<file path="src/design/intStatus_params.svh">
`ifndef INTSTATUS_PARAMS_SVH
`define INTSTATUS_PARAMS_SVH

// ********************
// widths
`define STATUS_W      9
`define DATA_W        8
`define ADDR_W        24

`define STATUS_RESET  9'b1_0011_0100  // e, m, x and i set.

// ********************
// opcodes
`define OP_WAI        8'hCB
`define OP_STP        8'hDB
`define OP_BRK        8'h00
`define OP_COP        8'h02
`define OP_RTI        8'h40

// ********************
// vectors, low nibble of the low byte
`define VEC_BASE      24'h00FFE0
`define VEC_RESET     4'hC
`define VEC_NMI       4'hA
`define VEC_IRQ       4'hE
`define VEC_COP       4'h4
`define VEC_BRK_NAT   4'h6
`define VEC_BRK_EMU   4'hE

// status bit positions.
`define BIT_C         0
`define BIT_Z         1
`define BIT_I         2
`define BIT_D         3
`define BIT_X         4
`define BIT_M         5
`define BIT_V         6
`define BIT_N         7
`define BIT_E         8

`endif

</file>
<file path="src/design/intStatusPkg.sv">
`include "intStatus_params.svh"

package intStatusPkg;

  // ********************
  // status register commands
  typedef enum logic [2:0]
  {
    stNone,
    stSep,
    stRep,
    stPlp,
    stXce,
    stFlagOp,
    stIntEntry
  } statusOp_e;

  // data is the sep/rep mask, the pulled byte or the flag opcode.
  typedef struct packed
  {
    statusOp_e            op;
    logic [`DATA_W-1:0]   data;
  } statusCmd_t;

  typedef struct packed
  {
    logic e;  // emulation.
    logic n;
    logic v;
    logic m;
    logic x;
    logic d;
    logic i;
    logic z;
    logic c;
  } statusFlags_t;

  // opcode fetch strobe.
  typedef struct packed
  {
    logic                 valid;
    logic [`DATA_W-1:0]   opcode;
  } fetch_t;

  // ********************
  // interrupt sources
  typedef enum logic [2:0]
  {
    intNone,
    intReset,
    intNmi,
    intIrq,
    intBrk,
    intCop
  } intKind_e;

endpackage

</file>
<file path="src/design/intArbiter.sv">
`timescale 1ns/1ps
`include "intStatus_params.svh"

module intArbiter
(
  input  logic                    CLK,
  input  logic                    RST_N,
  input  logic                    ce,
  input  logic                    rdyIn,
  input  logic                    nmiN,
  input  logic                    irqN,
  input  logic                    abortN,
  input  logic                    lastCycle,
  input  intStatusPkg::fetch_t    fetch,
  input  logic                    iFlag,
  output logic                    ready,
  output logic                    intTaken,
  output intStatusPkg::intKind_e  hwKind
);

  import intStatusPkg::*;

  logic oldNmiN;
  logic nmiSync;  // pending nmi.
  logic irqSync;
  logic nmiActive;
  logic irqActive;
  logic isReset;
  logic isNmi;
  logic isIrq;
  logic waiExec;
  logic stpExec;
  logic boundary;

  assign ready    = rdyIn & ce & ~waiExec & ~stpExec;
  assign boundary = lastCycle & ready;

  // ********************
  // nmi edge and irq level capture
  always_ff @(posedge CLK or negedge RST_N)
  begin
    if (!RST_N)
    begin
      oldNmiN <= 1'b1;
      nmiSync <= 1'b0;
      irqSync <= 1'b0;
    end
    else if (ce)
    begin
      oldNmiN <= nmiN;
      if (!nmiN && oldNmiN && !nmiSync)
        nmiSync <= 1'b1;
      else if (nmiActive && boundary)
        nmiSync <= 1'b0;
      irqSync <= ~irqN;
    end
  end

  // ********************
  // interrupt taking at instruction boundaries
  always_ff @(posedge CLK or negedge RST_N)
  begin
    if (!RST_N)
    begin
      nmiActive <= 1'b0;
      irqActive <= 1'b0;
      intTaken  <= 1'b1;  // reset sequence runs as an interrupt.
      isReset   <= 1'b1;
      isNmi     <= 1'b0;
      isIrq     <= 1'b0;
    end
    else if (rdyIn && ce)
    begin
      nmiActive <= nmiSync;
      irqActive <= ~irqN;
      if (boundary)
      begin
        if (!intTaken)
        begin
          intTaken <= (irqActive & ~iFlag) | nmiActive;
          if (nmiActive)
            nmiActive <= 1'b0;
        end
        else
          intTaken <= 1'b0;
        isReset <= 1'b0;
        isNmi   <= nmiActive;
        isIrq   <= irqActive & ~iFlag;
      end
    end
  end

  // nmi wins over irq.
  always_comb
  begin
    if (isReset)
      hwKind = intReset;
    else if (isNmi)
      hwKind = intNmi;
    else if (isIrq)
      hwKind = intIrq;
    else
      hwKind = intNone;
  end

  // ********************
  // wai and stp
  always_ff @(posedge CLK or negedge RST_N)
  begin
    if (!RST_N)
    begin
      waiExec <= 1'b0;
      stpExec <= 1'b0;
    end
    else
    begin
      if (ready && !intTaken && fetch.valid)
      begin
        if (fetch.opcode == `OP_WAI)
          waiExec <= 1'b1;
        else if (fetch.opcode == `OP_STP)
          stpExec <= 1'b1;
      end
      // wake up ignores the i flag.
      if (rdyIn && ce && waiExec && (nmiSync || irqSync || !abortN))
        waiExec <= 1'b0;
    end
  end

  stpHoldsReady: assert property (
    @(posedge CLK) disable iff (!RST_N)
    stpExec |=> (stpExec && !ready)
  );

  takenOnBoundary: assert property (
    @(posedge CLK) disable iff (!RST_N)
    !boundary |=> $stable(intTaken)
  );

endmodule

</file>
<file path="src/design/intStatusUnit.sv">
`timescale 1ns/1ps
`include "intStatus_params.svh"

module intStatusUnit
(
  input  logic                        CLK,
  input  logic                        RST_N,
  input  logic                        ce,
  input  logic                        rdyIn,
  input  logic                        nmiN,
  input  logic                        irqN,
  input  logic                        abortN,
  input  logic                        lastCycle,  // instruction boundary.
  input  intStatusPkg::fetch_t        fetch,
  input  intStatusPkg::statusCmd_t    statusCmd,
  input  logic                        vecPull,
  output logic                        ready,
  output intStatusPkg::statusFlags_t  flags,
  output logic                        intTaken,
  output logic [`ADDR_W-1:0]          vectorAddr,
  output logic [`DATA_W-1:0]          pushStatus,
  output logic                        vpbN
);

  import intStatusPkg::*;

  intKind_e hwKind;

  // ********************
  statusReg uStatus
  (
    .CLK   (CLK),
    .RST_N (RST_N),
    .en    (ready),
    .cmd   (statusCmd),
    .flags (flags)
  );

  intArbiter uArbiter
  (
    .CLK       (CLK),
    .RST_N     (RST_N),
    .ce        (ce),
    .rdyIn     (rdyIn),
    .nmiN      (nmiN),
    .irqN      (irqN),
    .abortN    (abortN),
    .lastCycle (lastCycle),
    .fetch     (fetch),
    .iFlag     (flags.i),
    .ready     (ready),
    .intTaken  (intTaken),
    .hwKind    (hwKind)
  );

  vectorSelect uVector
  (
    .CLK        (CLK),
    .RST_N      (RST_N),
    .en         (ready),
    .fetch      (fetch),
    .intTaken   (intTaken),
    .hwKind     (hwKind),
    .flags      (flags),
    .vecPull    (vecPull),
    .vectorAddr (vectorAddr),
    .pushStatus (pushStatus),
    .vpbN       (vpbN)
  );

endmodule

</file>
<file path="src/design/statusReg.sv">
`timescale 1ns/1ps
`include "intStatus_params.svh"

module statusReg
(
  input  logic                       CLK,
  input  logic                       RST_N,
  input  logic                       en,
  input  intStatusPkg::statusCmd_t   cmd,
  output intStatusPkg::statusFlags_t flags
);

  import intStatusPkg::*;

  logic [`STATUS_W-1:0] p;
  logic [`STATUS_W-1:0] pNext;
  logic [`DATA_W-1:0]   maskEff;

  // m and x cannot be touched by sep/rep in emulation mode.
  always_comb
  begin
    maskEff = cmd.data;
    maskEff[`BIT_M] = cmd.data[`BIT_M] & ~p[`BIT_E];
    maskEff[`BIT_X] = cmd.data[`BIT_X] & ~p[`BIT_E];
  end

  // ********************
  // next status
  always_comb
  begin
    pNext = p;
    case (cmd.op)
      stSep:
        pNext[`DATA_W-1:0] = p[`DATA_W-1:0] | maskEff;
      stRep:
        pNext[`DATA_W-1:0] = p[`DATA_W-1:0] & ~maskEff;
      stPlp:
      begin
        pNext[`DATA_W-1:0] = cmd.data;
        pNext[`BIT_M] = cmd.data[`BIT_M] | p[`BIT_E];
        pNext[`BIT_X] = cmd.data[`BIT_X] | p[`BIT_E];
      end
      stXce:
      begin
        pNext[`BIT_E] = p[`BIT_C];  // swap carry and emulation.
        pNext[`BIT_C] = p[`BIT_E];
        if (p[`BIT_C])
        begin
          pNext[`BIT_M] = 1'b1;
          pNext[`BIT_X] = 1'b1;
        end
      end
      stFlagOp:
      begin
        // bit 5 of the opcode is the new value.
        case (cmd.data[7:6])
          2'b00:
            pNext[`BIT_C] = cmd.data[5];  // clc/sec.
          2'b01:
            pNext[`BIT_I] = cmd.data[5];  // cli/sei.
          2'b10:
            pNext[`BIT_V] = 1'b0;  // clv.
          default:
            pNext[`BIT_D] = cmd.data[5];  // cld/sed.
        endcase
      end
      stIntEntry:
      begin
        pNext[`BIT_I] = 1'b1;
        pNext[`BIT_D] = 1'b0;
      end
      default:
        pNext = p;
    endcase
  end

  always_ff @(posedge CLK or negedge RST_N)
  begin
    if (!RST_N)
      p <= `STATUS_RESET;
    else if (en)
      p <= pNext;
  end

  assign flags = statusFlags_t'(p);

  // ********************
  // emulation mode keeps 8-bit registers whatever command arrives.
  emuWidthLocked: assert property (
    @(posedge CLK) disable iff (!RST_N)
    p[`BIT_E] |-> (p[`BIT_M] && p[`BIT_X])
  );

endmodule

</file>
<file path="src/design/vectorSelect.sv">
`timescale 1ns/1ps
`include "intStatus_params.svh"

module vectorSelect
(
  input  logic                        CLK,
  input  logic                        RST_N,
  input  logic                        en,
  input  intStatusPkg::fetch_t        fetch,
  input  logic                        intTaken,
  input  intStatusPkg::intKind_e      hwKind,
  input  intStatusPkg::statusFlags_t  flags,
  input  logic                        vecPull,
  output logic [`ADDR_W-1:0]          vectorAddr,
  output logic [`DATA_W-1:0]          pushStatus,
  output logic                        vpbN
);

  import intStatusPkg::*;

  logic     isBrk;
  logic     isCop;
  intKind_e kind;
  logic [3:0] vecLow;

  // software interrupt kind of the opcode just fetched.
  always_ff @(posedge CLK or negedge RST_N)
  begin
    if (!RST_N)
    begin
      isBrk <= 1'b0;
      isCop <= 1'b0;
    end
    else if (en && !intTaken && fetch.valid)
    begin
      isBrk <= (fetch.opcode == `OP_BRK);
      isCop <= (fetch.opcode == `OP_COP);
    end
  end

  // ********************
  // vector address
  always_comb
  begin
    if (hwKind != intNone)
      kind = hwKind;
    else if (isCop)
      kind = intCop;
    else if (isBrk)
      kind = intBrk;
    else
      kind = intNone;

    case (kind)
      intReset: vecLow = `VEC_RESET;
      intNmi:   vecLow = `VEC_NMI;
      intIrq:   vecLow = `VEC_IRQ;
      intCop:   vecLow = `VEC_COP;
      default:  vecLow = flags.e ? `VEC_BRK_EMU : `VEC_BRK_NAT;
    endcase
  end

  assign vectorAddr = `VEC_BASE | {{(`ADDR_W-5){1'b0}}, flags.e, vecLow};

  // b flag reads as set only for brk/cop in emulation mode.
  assign pushStatus = {flags.n, flags.v, flags.m | flags.e,
                       flags.x & ~(flags.e & intTaken),
                       flags.d, flags.i, flags.z, flags.c};

  assign vpbN = ~vecPull;

endmodule

</file>
<file path="config.mk">
export PLATFORM = sky130hd
export DESIGN_NAME = intStatusUnit
export DESIGN_NICKNAME = d
export VERILOG_FILES = /design/src/design/intStatusPkg.sv /design/src/design/intArbiter.sv /design/src/design/intStatusUnit.sv /design/src/design/statusReg.sv /design/src/design/vectorSelect.sv
export VERILOG_INCLUDE_DIRS = /design/src /design/src/design
export SDC_FILE = /design/constraint.sdc
export NUM_CORES = 1
export LEC_CHECK = 0
export BUFFER_PORTS_ARGS = -buffer_cell sky130_fd_sc_hd__buf_2
export CAP_MARGIN = 20
export CORE_ASPECT_RATIO = 1.75
export CORE_UTILIZATION = 42
export DETAILED_ROUTE_END_ITERATION = 8
export HOLD_SLACK_MARGIN = 0.02
export PLACE_DENSITY = 0.75
export SYNTH_ARGS = -nofsm -noshare
export SYNTH_HDL_FRONTEND = slang
export SYNTH_SLANG_ARGS = --single-unit
</file>
<file path="constraint.sdc">
create_clock -name CLK -period 1.5 [get_ports CLK]
set_input_delay 0.15 -clock CLK [delete_from_list [all_inputs] [get_ports CLK]]
set_output_delay 0.15 -clock CLK [all_outputs]
set_load 0.01 [all_outputs]
</file>
==> summary.md, run 1 <==
| Metric | Value |
|---|---|
| Status | finished clean |
| DR pass1 iterations | 4 |
| Worst R2R End | uArbiter.stpExec$_DFFE_PN0P_ |
| Required time worst endpoint | between 1.5 and 2 ns |
| Via-to-Cell Ratio | 5.135 |
| Met3 Resource Use GR | between 3 and 4% |
| Area fraction in compound gates after synthesis | 22.26% |
| Fmax | ~0.7 GHz |
| Asr flop ratio synth | 100.0% |
| Max Slew Vio Count | 0 |
| DRT iter0 DRCs | 32 |
| Post-Route Setup TNS | 0 ns |
| Synth Instances | around 170 |
| Fin crit period | 1.468 ns |
| Netlist Area Pre-Place | 0.001518 mm2 |
| Post-route ant nets | 0 |
| First-pass GRT wire length | 5106 um |
| Final Cycle Share | between 90% and 100% |
| IO Count | 73 |
| RSZ-0062 raised after global routing | true |
| Layout cell share with drive strength beyond 1 | between 30% and 40% |
| Routability congestion estimate | 0.8522 |
| Met1 usage | 20.97% |
| Clock power share | between 10% and 20% |
| Worst path max stage delay | around 0.50 ns |
| Area after DPL | 0.001725 mm2 |
| Root Buffer | clkbuf_8 |
| GRT busiest layer | met2 |
| Yosys cell types | 49 |
| Post-detail-place hpwl | 2473 um |
| Critical Path End Type | flop |
| Mux cell area share after synthesis | ~2.2% |
| Wire per inst | between 10 and 15 um |
| Post-synthesis simple-gate area fraction | 20.94% |
| Synth Area per Inst | 8.875 um2 |
| Sequential share of power | 43.7% |
| Final non-filler cell area | around 0.0018 mm2 |
| Synth top area share | between 20% and 30% |
| Leakage power | around 0.86 nW |
| Synth top cells by count | buf_4, dfrtp_1, nand2_1 |
| Final worst slack | about 0.032 ns |
| Hold EP | uArbiter.irqSync$_DFFE_PN0P_ |
| Most frequent cell after synthesis | buf_4 |
| Vias in the first global route | about 1200 |
| Layout Nets | 252 |
| Clock sinks | 21 |
| CTS clk-pin slew, worst paths | around 0.08 ns |
| Fin. Hold Viols | 0 |
| Crit-path cells | nand4bb_4, clkinv_4, nand3b_4, or4_4, o21bai_2 |
| ANT cells | 0 |
| Worst-Skew Late Latency | about 0.26 ns |
| Total power per unit cell area | between 1000 and 1500 mW/mm2 |
| Die area | between 0.003 and 0.004 mm2 |
| Final core occ | between 50% and 60% |
| Pin count of the biggest net entering global routing | 22 |
| Num rows | 28 |
| Hold wc startpoint | irqN |
| Worst-path maximum fanout | 3 |
| Skew final | between 0.003 and 0.004 ns |
| Worst reg2reg startpoint | uArbiter.stpExec$_DFFE_PN0P_ |
| Layout area overhead | 19.21% |
| Hold Path Cell Cnt | 2 |
| Sw Pwr | 0.7220 mW |
| Prevailing post-synth register cell | dfrtp_1 |
| Comb power frac | about 37% |
| Setup Crit Path Kind | reg -> reg |
| Port Buf Inserts | 52 |
| Synthesis-stage register bit count | 21 |
| Largest cells by area after synthesis | dfrtp_1, buf_4, dfstp_2, a21oi_1, nand2_1 |
| GRT met2 Usage | 31.51% |
| Initial antenna violation count | 0 |
| All-layer global routing usage | between 10% and 20% |
| Largest family of logic cells by synthesized area | compound AO/OA/AOI/OAI gates |
| GRT Residual Overflow | 0 |
| Max Root-Sink Buffers | 2 |
| Post-Synth XOR/XNOR Area | roughly 1.7% |
| Flop-to-flop setup slack | about 0.032 ns |
| H-tree depth | 1 |
| Crit path max-delay family | simple AND/OR/NAND/NOR gates |
| R2R cell count | 5 |
| Initial Utilization | between 40% and 50% |
| Post-synth top area cell | dfrtp_1 |
| Critical Path AT | 1.66 ns |
| Hold WC Path Type | in -> reg |
| Max Cap Viol | 0 |
| Worst Path Buf+Inv | 1 |
| Final Setup Violations | 0 |
| DRC Markers | 0 |
| Synth warn | 0 |
| Die Ht | between 80 and 90 um |
| Adder-cell share of the synthesized area | 0% |
| Sequential area share after synthesis | 35.20% |
| TritonCTS clock tree | done |
| Switching share of power | a little over a third |
| Peak supply drop | 0.7283 mV |
| CTS Buf Count | 3 |
| CP max stage cell | or4_4 |
| DP Worst Slack | 0.02353 ns |
| Core area | approximately 0.0034 mm2 |
| Die width | around 47 um |
| Vias post-DR | roughly 1400 |
| P_int | roughly 1.3 mW |
| Worst setup SP type | flop |
| Final WL | approximately 3200 um |
| Max reg flops | 9 |
| Number of synthesized flops with an enable pin | 0 |
==> power by group through the flow <==
stage	combinational, mW	clock [mW]	sequential, mW
floorplan	0.497	0	0.889
global placement	0.704	0	0.885
detailed placement	0.714	0	0.891
CTS	0.718	0.392	0.880
global route	0.841	0.419	0.899
finish	0.741	0.382	0.871
==> cells in the final DEF (no fill, tap or decap), types with 3 or more instances in the layout <==
master / Yosys / routed
a31oi_1: 4 / 4
conb_1: 2 / 20
clkbuf_8: 0 / 3
nand2b_1: 5 / 5
buf_4: 28 / 9
xnor2_1: 3 / 3
dfstp_2: 7 / 7
nor2_1: 8 / 7
o21ai_0: 9 / 9
nor3_1: 5 / 5
buf_2: 0 / 52
inv_1: 6 / 6
a21oi_1: 10 / 10
dfrtp_1: 14 / 14
or2_2: 3 / 3
nand2_1: 13 / 13
mux2_2: 3 / 3
a221o_1: 3 / 3
nor3b_1: 3 / 3
==> worst max path at each step <==
stage,startpoint,endpoint,slack [ns],cells after the start
after floorplan,uArbiter.waiExec$_DFFE_PN0P_,uArbiter.waiExec$_DFFE_PN0P_,0.02,5
after global placement,uArbiter.waiExec$_DFFE_PN0P_,uArbiter.waiExec$_DFFE_PN0P_,0.07,5
after detailed placement,uArbiter.waiExec$_DFFE_PN0P_,uStatus.flags[1]$_DFFE_PN0P_,0.02,5
after CTS,uArbiter.waiExec$_DFFE_PN0P_,uStatus.flags[1]$_DFFE_PN0P_,0.01,5
after global routing,uArbiter.stpExec$_DFFE_PN0P_,uArbiter.stpExec$_DFFE_PN0P_,-0.05,5
final,uArbiter.stpExec$_DFFE_PN0P_,uArbiter.stpExec$_DFFE_PN0P_,0.03,5
==> layer usage <==
| metal | vias to the layer above | share of wire (%) |
|---|---|---|
| li1 | 669 | - |
| met1 | 641 | 41 |
| met2 | 57 | 52 |
| met3 | 4 | 5.2 |
| met4 | 0 | 0.97 |
| met5 | - | 0 |
==> final cells by class <==
class                   count  area [um2]
clock buffers               4       45.04
multi-input cells         128       804.5
well taps                  45       56.30
inverters                   7       31.28
flip-flops and latches     21       534.3
repair buffers             62       337.8
fillers                   339        1589
==> timing repair <==
action / CTS / global route
resized for setup: 0 / 3
hold buffers: 1 / 0
endpoints found under the hold margin: 14 / 0
setup endpoints to repair: 0 / 7
buffers inserted: 0 / 2
==> logic make-up (layout without fill, tap and decap cells) <==
group | Yosys count | count (layout)
xor+xnor | 3 | 3
buf+inv | 40 | 73
simple gates | 53 | 53
mux | 3 | 3
other cells | 2 | 20
compound gates | 49 | 49
flops | 21 | 21
==> metrics by stage <==
step	instances	total power, mW	hold slack (ns)
2_1_floorplan	189	1.386	-0.1456
3_3_place_gp	260	1.589	0.1370
4_1_cts	265	1.990	0.05845
3_5_place_dp	260	1.605	0.1396
5_1_grt	267	2.159	0.06682
6_report	267	1.994	0.06241
(Power assumes the default switching activity.)
==> inputs of run 2 (changes only) <==
==> constraint.sdc (replaced) <==
create_clock -name CLK -period 1.5 [get_ports CLK]
set_input_delay 0.225 -clock CLK [delete_from_list [all_inputs] [get_ports CLK]]
set_output_delay 0.225 -clock CLK [all_outputs]
set_load 0.01 [all_outputs]
==> summary.md, run 2 (same netlist as run 1, synthesis figures left out) <==
| Metric | Value |
|---|---|
| Worst-path maximum fanout | 3 |
| Routability congestion estimate | between 0.8 and 0.9 |
| Max reg flops | 9 |
| ANT cells | 0 |
| Fin crit period | 1.472 ns |
| Peak supply drop | 0.6741 mV |
| Vias in the first global route | approximately 1300 |
| Post-route ant nets | 0 |
| Skew final | 0.002576 ns |
| Worst setup SP type | flop |
| TritonCTS clock tree | done |
| Final WL | 3357 um |
| R2R cell count | 5 |
| Max Cap Viol | 0 |
| First-pass GRT wire length | 5340 um |
| Most common cell after layout, fill and taps aside | buf_2 |
| Port Buf Inserts | 52 |
| Hold WC Path Type | in -> reg |
| Num rows | 28 |
| All-layer global routing usage | a little under a fifth |
| Required time worst endpoint | ~1.7 ns |
| Setup Crit Path Kind | reg -> reg |
| Max Root-Sink Buffers | 2 |
| Post-Route Setup TNS | 0 ns |
| H-tree depth | 1 |
| Clock sinks | 21 |
| CTS Buf Count | 3 |
| Die area | roughly 0.0039 mm2 |
| Via-to-Cell Ratio | 5.115 |
| Layout cell share with drive strength beyond 1 | ~39% |
| CTS clk-pin slew, worst paths | roughly 0.08 ns |
| Worst-Skew Late Latency | around 0.26 ns |
| Total power per unit cell area | ~1100 mW/mm2 |
| Final Total Pwr | 2.001 mW |
| GRT Residual Overflow | 0 |
| Initial Utilization | about 45% |
| Wire per inst | 12.48 um |
| DR pass1 iterations | 4 |
| Status | finished clean |
| Buffer count from post-CTS setup fixing | 0 |
| Pin count of the biggest net entering global routing | 22 |
| Area after DPL | between 0.0015 and 0.002 mm2 |
| Fin. Hold Viols | 0 |
| Final Setup Violations | 0 |
| Die Ht | around 80 um |
| Final Cycle Share | 98.13% |
| Initial antenna violation count | 0 |
| Core area | roughly 0.0034 mm2 |
| Max Slew Vio Count | 0 |
| Root Buffer | clkbuf_8 |
| RSZ-0062 raised after global routing | true |
| Hold slack | between 0.1 and 0.15 ns |
| Layout Nets | ~250 |
| Leakage power | between 0.8 and 0.9 nW |
| Critical Path End Type | flop |
| IO Count | between 70 and 80 |
| Post-detail-place hpwl | 2660 um |
| Layout area overhead | 20.78% |
| Final non-filler cell area | ~0.0018 mm2 |
| Vias post-DR | roughly 1400 |
| Critical Path AT | between 1.5 and 2 ns |
| DRC Markers | 0 |
| Filler cells | ~360 |
| Fmax | 0.6794 GHz |
| Hold Path Cell Cnt | 2 |
| DRT iter0 DRCs | 23 |
| Die width | 47.44 um |
| Final core occ | between 50% and 60% |
| Most frequent cells in the layout | buf_2, conb_1, dfrtp_1 |
==> run 2: report_power, final <==
part           switching [mW]  internal [mW]  leakage, nW
registers               0.113          0.728        0.248
logic                   0.417          0.370        0.605
clock network           0.186          0.185       0.0255
==> run 2: per-stage QoR <==
stage / std cells / worst slack [ns]
3_5_place_dp: 264 / 0.03843
4_1_cts: 269 / 0.01851
2_1_floorplan: 189 / 0.01775
3_3_place_gp: 264 / 0.06508
5_1_grt: 269 / -0.04091
6_report: 269 / 0.02809
==> run 2: layout make-up <==
class	count	area (um2)	share of cell area, %
Clock buffer	3	41.29	2.253
Clock inverter	1	5.005	0.2730
Inverter	7	31.28	1.706
Multi-Input combinational cell	128	802.0	43.75
Sequential cell	21	534.3	29.15
Tap cell	45	56.30	3.072
Timing Repair Buffer	64	362.8	19.80
==> run 2: worst paths after layout <==
check	slack, ns	end	startpoint
setup / recovery	0.03	uArbiter.stpExec$_DFFE_PN0P_	uArbiter.waiExec$_DFFE_PN0P_
hold reg to reg	0.49	uArbiter.stpExec$_DFFE_PN0P_	uArbiter.stpExec$_DFFE_PN0P_
max in group asynchronous	0.71	uStatus.flags[2]$_DFFE_PN1P_	RST_N
hold / removal	0.14	uArbiter.irqSync$_DFFE_PN0P_	irqN
min in group asynchronous	0.44	uVector.isCop$_DFFE_PN0P_	RST_N
setup reg to reg	0.03	uArbiter.stpExec$_DFFE_PN0P_	uArbiter.waiExec$_DFFE_PN0P_
==> run 2: repair_timing <==
| item | CTS | global route |
|---|---|---|
| hold buffers | 1 | 0 |
| setup endpoints to repair | 1 | 6 |
| hold endpoints to repair | 14 | 0 |
| resized for setup | 1 | 4 |
==> run 2: per-layer routing <==
layer	global-route usage (%)	up-vias	wire (um)	part of all wire (%)
li1	-	670	-	-
met1	21.39	633	1333	40
met2	33.42	65	1787	53
met3	2.198	8	172	5.1
met4	8.857	0	63	1.9
met5	0	-	0	0
==> run 2: worst max-delay path, cell delays in order (launching register included) <==
cell       delay, ns
dfrtp_1         0.38
nand4bb_4       0.25
clkinv_4        0.08
nand3b_4        0.08
or4_4           0.50
o21bai_2        0.12
